**config.mk**
```make
export PLATFORM = sky130hd
export DESIGN_NAME = prefetch_ctrl_top
export DESIGN_NICKNAME = d
export VERILOG_FILES = /design/src/pf_pkg.sv /design/src/pf_trans_issue.sv /design/src/pf_resp_flush_ctrl.sv /design/src/prefetch_ctrl_top.sv
export VERILOG_INCLUDE_DIRS = /design/src
export SDC_FILE = /design/constraint.sdc
export NUM_CORES = 1
export LEC_CHECK = 0
export BUFFER_PORTS_ARGS = -buffer_cell sky130_fd_sc_hd__buf_2
export CORE_ASPECT_RATIO = 0.75
export CORE_MARGIN = 4
export CORE_UTILIZATION = 50
export DETAILED_ROUTE_END_ITERATION = 6
export GPL_TIMING_DRIVEN = 1
export PLACE_DENSITY = 0.77
export SLEW_MARGIN = 20
export SYNTH_ARGS = -nofsm -noshare
export SYNTH_HDL_FRONTEND = slang
export SYNTH_HIERARCHICAL = 1
export SYNTH_SLANG_ARGS = --single-unit
```
**constraint.sdc**
```tcl
create_clock -name clk -period 4.2 [get_ports clk]
set_input_delay 0.21 -clock clk [delete_from_list [all_inputs] [get_ports clk]]
set_output_delay 0.21 -clock clk [all_outputs]
set_load 0.02 [all_outputs]
```
**src/pf_macros.svh**
```systemverilog
// Prefetch controller constants

`ifndef PF_MACROS_SVH
`define PF_MACROS_SVH

//////////////////////////////
// Fetch FIFO sizing
//////////////////////////////

// FIFO depth and cap on outstanding transactions
`define PF_DEPTH 4

// Width of every count, clog2 of depth plus one
`define PF_CNT_W 3

//////////////////////////////
// Addressing
//////////////////////////////

// Instruction bus address width
`define PF_ADDR_W 32

// Byte step between sequential prefetch words
`define PF_WORD_BYTES 4

`endif

```
**src/pf_pkg.sv**
```systemverilog
// Prefetch controller types

`default_nettype none

`include "pf_macros.svh"

package pf_pkg;

  //////////////////////////////
  // Issue FSM
  //////////////////////////////

  // Branch-wait holds a target until the bus accepts it
  typedef enum logic {
    PF_IDLE        = 1'b0,
    PF_BRANCH_WAIT = 1'b1
  } pf_state_e;

  //////////////////////////////
  // Fetch stage request
  //////////////////////////////

  typedef struct packed {
    logic                  req;          // Fetch wanted
    logic                  branch;       // Taken branch
    logic [`PF_ADDR_W-1:0] branch_addr;  // Valid with branch only
    logic                  hwlp_jump;    // Hardware-loop jump
    logic [`PF_ADDR_W-1:0] hwlp_target;  // Loop start address
  } fetch_req_t;

  //////////////////////////////
  // Fetch FIFO command
  //////////////////////////////

  typedef struct packed {
    logic push;
    logic pop;
    logic flush;
    logic flush_but_first;
  } fifo_ctrl_t;

endpackage

`default_nettype wire

```
**src/pf_trans_issue.sv**
```systemverilog
// Transaction request generator

`timescale 1ns/1ns
`default_nettype none

`include "pf_macros.svh"

module pf_trans_issue (
  input  wire logic                  clk,
  input  wire logic                  rst_n,
  // Control flow from the fetch stage
  input  wire pf_pkg::fetch_req_t    fetch_req_i,
  // Bus adapter request handshake
  input  wire logic                  trans_ready_i,
  // Fill level of the fetch FIFO
  input  wire logic [`PF_CNT_W-1:0]  fifo_cnt_i,
  // Outstanding transactions from the response side
  input  wire logic [`PF_CNT_W-1:0]  out_cnt_i,
  output logic                       trans_valid_o,
  output logic [`PF_ADDR_W-1:0]      trans_addr_o,
  output logic                       trans_accept_o,
  output logic                       busy_o
);

  // Byte step of the sequential address
  localparam logic [`PF_ADDR_W-1:0] addr_step = `PF_WORD_BYTES;

  pf_pkg::pf_state_e state_q;
  pf_pkg::pf_state_e state_d;

  // Last issued or pending target
  logic [`PF_ADDR_W-1:0] addr_q;

  logic                  redirect;
  logic [`PF_ADDR_W-1:0] branch_aligned;
  logic [`PF_CNT_W-1:0]  fifo_cnt_masked;
  // One bit wider so the sum cannot wrap
  logic [`PF_CNT_W:0]    fill_sum;

  //////////////////////////////
  // Request valid
  //////////////////////////////

  assign redirect = fetch_req_i.branch || fetch_req_i.hwlp_jump;

  // FIFO contents are about to be flushed on a redirect
  assign fifo_cnt_masked = redirect ? '0 : fifo_cnt_i;

  assign fill_sum = {1'b0, fifo_cnt_masked} + {1'b0, out_cnt_i};

  // Never more in flight than the FIFO can still take
  assign trans_valid_o = fetch_req_i.req && (fill_sum < `PF_DEPTH);

  assign trans_accept_o = trans_valid_o && trans_ready_i;

  assign busy_o = (out_cnt_i != '0) || trans_valid_o;

  //////////////////////////////
  // Address select
  //////////////////////////////

  // Targets are fetched as whole words
  assign branch_aligned = {fetch_req_i.branch_addr[`PF_ADDR_W-1:2], 2'b00};

  always_comb begin
    trans_addr_o = addr_q;
    if (state_q == pf_pkg::PF_BRANCH_WAIT) begin
      // Replay the held target, a newer branch replaces it
      if (fetch_req_i.branch) begin
        trans_addr_o = branch_aligned;
      end
    end else if (fetch_req_i.branch) begin
      trans_addr_o = branch_aligned;
    end else if (fetch_req_i.hwlp_jump) begin
      trans_addr_o = fetch_req_i.hwlp_target;
    end else begin
      // Next sequential word
      trans_addr_o = {addr_q[`PF_ADDR_W-1:2], 2'b00} + addr_step;
    end
  end

  //////////////////////////////
  // Branch-wait FSM
  //////////////////////////////

  always_comb begin
    state_d = state_q;
    if (trans_accept_o) begin
      state_d = pf_pkg::PF_IDLE;
    end else if (redirect) begin
      // Target not taken by the bus yet
      state_d = pf_pkg::PF_BRANCH_WAIT;
    end
  end

  //////////////////////////////
  // Registers
  //////////////////////////////

  always_ff @(posedge clk or negedge rst_n) begin
    if (!rst_n) begin
      state_q <= pf_pkg::PF_IDLE;
      addr_q  <= '0;
    end else begin
      state_q <= state_d;
      if (redirect || trans_accept_o) begin
        addr_q <= trans_addr_o;
      end
    end
  end

endmodule

`default_nettype wire

```
**src/pf_resp_flush_ctrl.sv**
```systemverilog
// Response flush and FIFO steering

`timescale 1ns/1ns
`default_nettype none

`include "pf_macros.svh"

module pf_resp_flush_ctrl (
  input  wire logic                  clk,
  input  wire logic                  rst_n,
  // Control flow from the fetch stage
  input  wire pf_pkg::fetch_req_t    fetch_req_i,
  // Request accepted by the bus this cycle
  input  wire logic                  trans_accept_i,
  // Bus response, always consumed
  input  wire logic                  resp_valid_i,
  // Fetch stage handshake
  input  wire logic                  fetch_ready_i,
  input  wire logic                  fifo_empty_i,
  output logic [`PF_CNT_W-1:0]       out_cnt_o,
  output logic                       fetch_valid_o,
  output pf_pkg::fifo_ctrl_t         fifo_ctrl_o
);

  // Outstanding transaction count
  logic [`PF_CNT_W-1:0] out_cnt_q;
  logic [`PF_CNT_W-1:0] out_cnt_d;

  // Responses still to be discarded
  logic [`PF_CNT_W-1:0] flush_cnt_q;
  logic [`PF_CNT_W-1:0] flush_cnt_d;

  // Delayed flush waiting for the loop-end word
  logic                 hwlp_armed_q;
  logic [`PF_CNT_W-1:0] hwlp_saved_cnt_q;

  logic fifo_valid;
  logic flush_active;
  logic pop;
  logic hwlp_flush_now;
  logic hwlp_wait_resp;
  logic hwlp_fire;

  //////////////////////////////
  // FIFO steering
  //////////////////////////////

  assign fifo_valid = !fifo_empty_i;

  // Nothing reaches the fetch stage while jumping or discarding
  assign flush_active = fetch_req_i.branch || (flush_cnt_q != '0);

  // FIFO word or the bypassing response
  assign fetch_valid_o = (fifo_valid || resp_valid_i) && !flush_active;

  assign pop = fifo_valid && fetch_ready_i;

  // Response goes into the FIFO unless it bypasses straight to fetch
  assign fifo_ctrl_o.push = resp_valid_i && (fifo_valid || !fetch_ready_i) && !flush_active;
  assign fifo_ctrl_o.pop  = pop;

  // Loop jump keeps the head word unless it leaves this cycle
  assign fifo_ctrl_o.flush = fetch_req_i.branch ||
                             (fetch_req_i.hwlp_jump && fifo_valid && pop);
  assign fifo_ctrl_o.flush_but_first = fetch_req_i.hwlp_jump && fifo_valid && !pop;

  //////////////////////////////
  // Outstanding counter
  //////////////////////////////

  // Accept and response together cancel out
  always_comb begin
    case ({trans_accept_i, resp_valid_i})
      2'b10: begin
        out_cnt_d = out_cnt_q + 1'b1;
      end
      2'b01: begin
        out_cnt_d = out_cnt_q - 1'b1;
      end
      default: begin
        out_cnt_d = out_cnt_q;
      end
    endcase
  end

  assign out_cnt_o = out_cnt_q;

  //////////////////////////////
  // Hardware-loop flush
  //////////////////////////////

  // Loop-end word already here or arriving, flush right away
  assign hwlp_flush_now = fetch_req_i.hwlp_jump && !(fifo_empty_i && !resp_valid_i);

  // Loop-end word still on the bus, wait for it
  assign hwlp_wait_resp = fetch_req_i.hwlp_jump && fifo_empty_i && !resp_valid_i;

  // First response after arming is the loop-end word
  assign hwlp_fire = hwlp_armed_q && resp_valid_i;

  always_ff @(posedge clk or negedge rst_n) begin
    if (!rst_n) begin
      hwlp_armed_q     <= 1'b0;
      hwlp_saved_cnt_q <= '0;
    end else if (fetch_req_i.branch) begin
      // Branch wins over a pending loop flush
      hwlp_armed_q     <= 1'b0;
      hwlp_saved_cnt_q <= '0;
    end else if (hwlp_wait_resp) begin
      hwlp_armed_q     <= 1'b1;
      // Everything after the loop-end word is stale
      hwlp_saved_cnt_q <= out_cnt_q - 1'b1;
    end else if (hwlp_fire) begin
      hwlp_armed_q     <= 1'b0;
      hwlp_saved_cnt_q <= '0;
    end
  end

  //////////////////////////////
  // Flush counter
  //////////////////////////////

  always_comb begin
    flush_cnt_d = flush_cnt_q;
    if (fetch_req_i.branch || hwlp_flush_now) begin
      // All in-flight words are wrong path
      flush_cnt_d = out_cnt_q;
      // A response this cycle is dropped already
      if (resp_valid_i && (out_cnt_q != '0)) begin
        flush_cnt_d = out_cnt_q - 1'b1;
      end
    end else if (hwlp_fire) begin
      flush_cnt_d = hwlp_saved_cnt_q;
    end else if (resp_valid_i && (flush_cnt_q != '0)) begin
      // One stale response discarded
      flush_cnt_d = flush_cnt_q - 1'b1;
    end
  end

  //////////////////////////////
  // Registers
  //////////////////////////////

  always_ff @(posedge clk or negedge rst_n) begin
    if (!rst_n) begin
      out_cnt_q   <= '0;
      flush_cnt_q <= '0;
    end else begin
      out_cnt_q   <= out_cnt_d;
      flush_cnt_q <= flush_cnt_d;
    end
  end

endmodule

`default_nettype wire

```
**src/prefetch_ctrl_top.sv**
```systemverilog
// Instruction prefetch controller

`timescale 1ns/1ns
`default_nettype none

`include "pf_macros.svh"

module prefetch_ctrl_top (
  input  wire logic                  clk,
  input  wire logic                  rst_n,
  // Fetch stage
  input  wire pf_pkg::fetch_req_t    fetch_req_i,
  input  wire logic                  fetch_ready_i,
  output logic                       fetch_valid_o,
  // Bus adapter
  output logic                       trans_valid_o,
  input  wire logic                  trans_ready_i,
  output logic [`PF_ADDR_W-1:0]      trans_addr_o,
  input  wire logic                  resp_valid_i,
  // Fetch FIFO
  output pf_pkg::fifo_ctrl_t         fifo_ctrl_o,
  input  wire logic [`PF_CNT_W-1:0]  fifo_cnt_i,
  input  wire logic                  fifo_empty_i,
  // Activity status
  output logic                       busy_o
);

  //////////////////////////////
  // Internal links
  //////////////////////////////

  // Request accepted by the bus
  logic                 trans_accept;
  // Transactions still waiting for a response
  logic [`PF_CNT_W-1:0] out_cnt;

  // Request side
  pf_trans_issue pf_trans_issue_inst (
    .clk            (clk),
    .rst_n          (rst_n),
    .fetch_req_i    (fetch_req_i),
    .trans_ready_i  (trans_ready_i),
    .fifo_cnt_i     (fifo_cnt_i),
    .out_cnt_i      (out_cnt),
    .trans_valid_o  (trans_valid_o),
    .trans_addr_o   (trans_addr_o),
    .trans_accept_o (trans_accept),
    .busy_o         (busy_o)
  );

  // Response side and FIFO control
  pf_resp_flush_ctrl pf_resp_flush_ctrl_inst (
    .clk            (clk),
    .rst_n          (rst_n),
    .fetch_req_i    (fetch_req_i),
    .trans_accept_i (trans_accept),
    .resp_valid_i   (resp_valid_i),
    .fetch_ready_i  (fetch_ready_i),
    .fifo_empty_i   (fifo_empty_i),
    .out_cnt_o      (out_cnt),
    .fetch_valid_o  (fetch_valid_o),
    .fifo_ctrl_o    (fifo_ctrl_o)
  );

endmodule

`default_nettype wire

```
==> flow_metrics.py <==
metrics = {
    "die": {
        "die_area_um2": 9560,
        "die_y_um": 85.7,
        "boundaryPins": 115,
        "die_width_um": 112,
        "fp-row-count": 28,
        "coreArea_um2": 7850,
        "initial_core_util_pct": 51.3,
    },
    "clock_network": {
        "cts_buffers": 5,
        "clock_sinks": 43,
        "cts_setup_buffers": 0,
        "path_clk_slew_ns": 0.09,
        "cts_root_buf": "clkbuf_8",
        "h-tree-depth": 2,
        "cts_tree": "done",
        "insertion_delay_ns": 0.30,
        "cts_buffer_depth": 2,
    },
    "final_layout": {
        "layout_common_cells": "buf_2 (111), nand2_1 (56), dfrtp_1 (43), nor2_1 (34), a21oi_1 (30)",
        "num-fill-cells": 734,
        "layout-drive-gt1-share_pct": 26.5,
        "diodes": 0,
        "design_area_um2": 4720,
        "fin_nets": 683,
        "syn_to_final_growth_pct": 17.4,
        "final_common_cell": "buf_2",
    },
    "yosys": {
        "avgSynthCellArea_um2": 7.87,
        "async_flop_share_pct": 100,
        "ys_warn_count": 6,
        "ys_seq_elements": 43,
        "synth.distinct_cells": 75,
        "synth_fp_nets": 596,
        "synth_top_flop_cell": "dfrtp_1",
        "seq_area_frac_synth_pct": 26.7,
        "synth-edff-count": 0,
        "synth_top_area_share_pct": 26.7,
        "syn_area_um2": 4020,
        "synth_cells": 511,
        "post-synth-top-area-cell": "dfrtp_1",
        "yosys-top-cells-area": "dfrtp_1 (27%), nand2_1 (5.2%), a21oi_1 (3.7%), mux2_2 (3.6%), o21ai_0 (3.2%)",
    },
    "timing": {
        "fin_skew_ns": 0.00405,
        "setup_ws_ns": 0.980,
        "maxSlewHeadroom_pct": 39.0,
        "setup_viol": 0,
        "rsz0062_at_grt": "no",
        "fin_setup_tns_ns": 0,
        "layout_min_cycle_time_ns": 3.22,
        "hold_violations": 0,
        "drv_slew": 0,
        "worst_pin_slew_ns": 0.914,
        "max_freq_ghz": 0.311,
        "post-route-period-util_pct": 76.7,
    },
    "critical_path": {
        "cp.arrival_ns": 3.01,
        "cp_max_fo": 7,
        "end_kind": "output port",
        "cp-start-kind": "flip-flop",
        "criticalPathCategory": "reg2out",
        "worstPathRequired_ns": 3.99,
    },
    "pwr": {
        "max-vdd-ir-drop_uv": 192,
        "p_total_w": 0.00198,
        "p_leak_nw": 2.05,
        "cellPowerDensity_nw_per_um2": 419,
    },
    "routing": {
        "routedWlPerCell_um": 18.3,
        "drt-total-wl_mm": 12.9,
        "met1Wirelength_mm": 5.67,
        "first_pass_iters": 5,
        "dr.max_layer_used": "met4",
        "remaining_drc_errors": 0,
        "routed-wl-met2_mm": 5.80,
        "drtIter0Drc": 449,
        "vias_per_cell": 6.34,
        "wl_met3_mm": 1.15,
        "antenna_left": 0,
        "vias": 4461,
    },
    "grt": {
        "grt_pass1_vias": 4251,
        "grt_usage_pct": 26.4,
        "grt_overflow": 0,
        "grt_first_pass_wirelength_mm": 20.8,
        "antenna_found_initial": 0,
        "grt_max_degree": 70,
    },
    "outcome": {
        "outcome": "complete, no violations",
    },
    "placed_design": {
        "place_area_um2": 4590,
        "portBuffers": 112,
        "gp_congestion": 0.935,
        "hpwl_mm": 9.10,
        "place_ws_ns": 1.08,
    },
    "worst_hold_path": {
        "hold_class": "in2reg",
    },
    "flow_run": {
        "drv_cap": 0,
    },
}
## layout make-up
class                   instances  area (µm²)  area share [%]
clock buffers                   6        82.6            1.75
clock inverters                 2        35.0           0.742
inverters                      18        67.6            1.43
multi-input cells             411        2710            57.4
flip-flops and latches         43        1080            22.8
well taps                     105         131            2.78
repair buffers                119         618            13.1
## synth_stat cells (all sizes together) (4+ instances only)
library cell and n:
ha 9, a21boi 4, a2bb2oi 4, o311ai 5, and3 6, nor2 34, nand2 58, o21bai 4
and2 8, o21ai 32, nand3 22, a211oi 5, mux2 13, o31ai 5, xor2 5, a21oi 31
inv 18, mux2i 12, o211ai 8, and4 5, dfrtp 43, o21a 5, a22oi 10, nor4 14
clkbuf 24, nor3b 4, nor2b 6, nor3 15, a31oi 14, nand4 9, o22ai 10, nand2b 7
buf 15, xnor2 6
## final timing paths
kind                       depth (start not counted)                                     endpoint                            startpoint  slack [ns]
hold reg to reg                                    2                pf_trans_issue_inst/addr_q[0]         pf_trans_issue_inst/addr_q[0]        0.48
setup / recovery                                   7                             trans_addr_o[22]         pf_trans_issue_inst/addr_q[2]        0.98
max in group asynchronous                          2                pf_trans_issue_inst/addr_q[6]                                 rst_n        3.35
setup reg to reg                                   6               pf_trans_issue_inst/addr_q[30]  pf_resp_flush_ctrl_inst/out_cnt_o[2]        1.23
hold / removal                                     3               pf_trans_issue_inst/addr_q[23]                       fetch_req_i[56]        0.15
min in group asynchronous                          2  pf_resp_flush_ctrl_inst/hwlp_saved_cnt_q[2]                                 rst_n        0.44
## through the flow
stage	utilization (%)	std cells	hold WS [ns]
global route	60.2	704	0.156
finish	60.2	704	0.149
detailed placement	58.5	695	0.450
floorplan	-	511	-0.0856
global placement	58.5	695	0.444
CTS	60.0	703	0.116
## registers in the layout, summed over array words and instances (netlist names)
name and count:
pf_resp_flush_ctrl_inst/hwlp_saved_cnt_q 3, pf_resp_flush_ctrl_inst/flush_cnt_q 3, pf_resp_flush_ctrl_inst/hwlp_armed_q 1, pf_trans_issue_inst/state_q 1
pf_trans_issue_inst/addr_q 32, pf_resp_flush_ctrl_inst/out_cnt_o 3
## critical path: stages, from the launching register on
cell and delay [ns]:
dfrtp_1 0.50, ha_1 0.28, nand4_1 0.35, nor4_1 0.62
mux2_2 0.40, a221oi_1 0.25, o21ai_0 0.13, buf_2 0.17
## routing by layer
| layer | GRT usage (%) | vias up |
|---|---|---|
| li1 | - | 2097 |
| met2 | 42.7 | 245 |
| met3 | 4.30 | 27 |
| met4 | 9.61 | 0 |
| met5 | 0 | - |
| met1 | 36.1 | 2092 |
## report_power, final
part | total, W | switching (W) | internal [W]
sequential | 0.000707 | 0.000190 | 0.000517
combinational | 0.000916 | 0.000538 | 0.000377
clock | 0.000356 | 0.000163 | 0.000193
total | 0.00198 | 0.000891 | 0.00109
## kinds of logic after synthesis
logic type | after synthesis | synth area share (%)
and+or+nand+nor | 199 | 26.6
AOI/OAI and AO/OA | 167 | 29.0
buffers and inverters | 57 | 5.82
DFF | 43 | 26.7
muxes | 25 | 6.63
xor gates and xnor gates | 11 | 2.39
adders and majority gates | 9 | 2.80
## timing repair
item                      4_1_cts  5_1_grt
hold endpoints to repair        0       43
hold buffers                    0        1
resized for setup               0        0
Note: power is estimated with default switching activity, not from simulation.
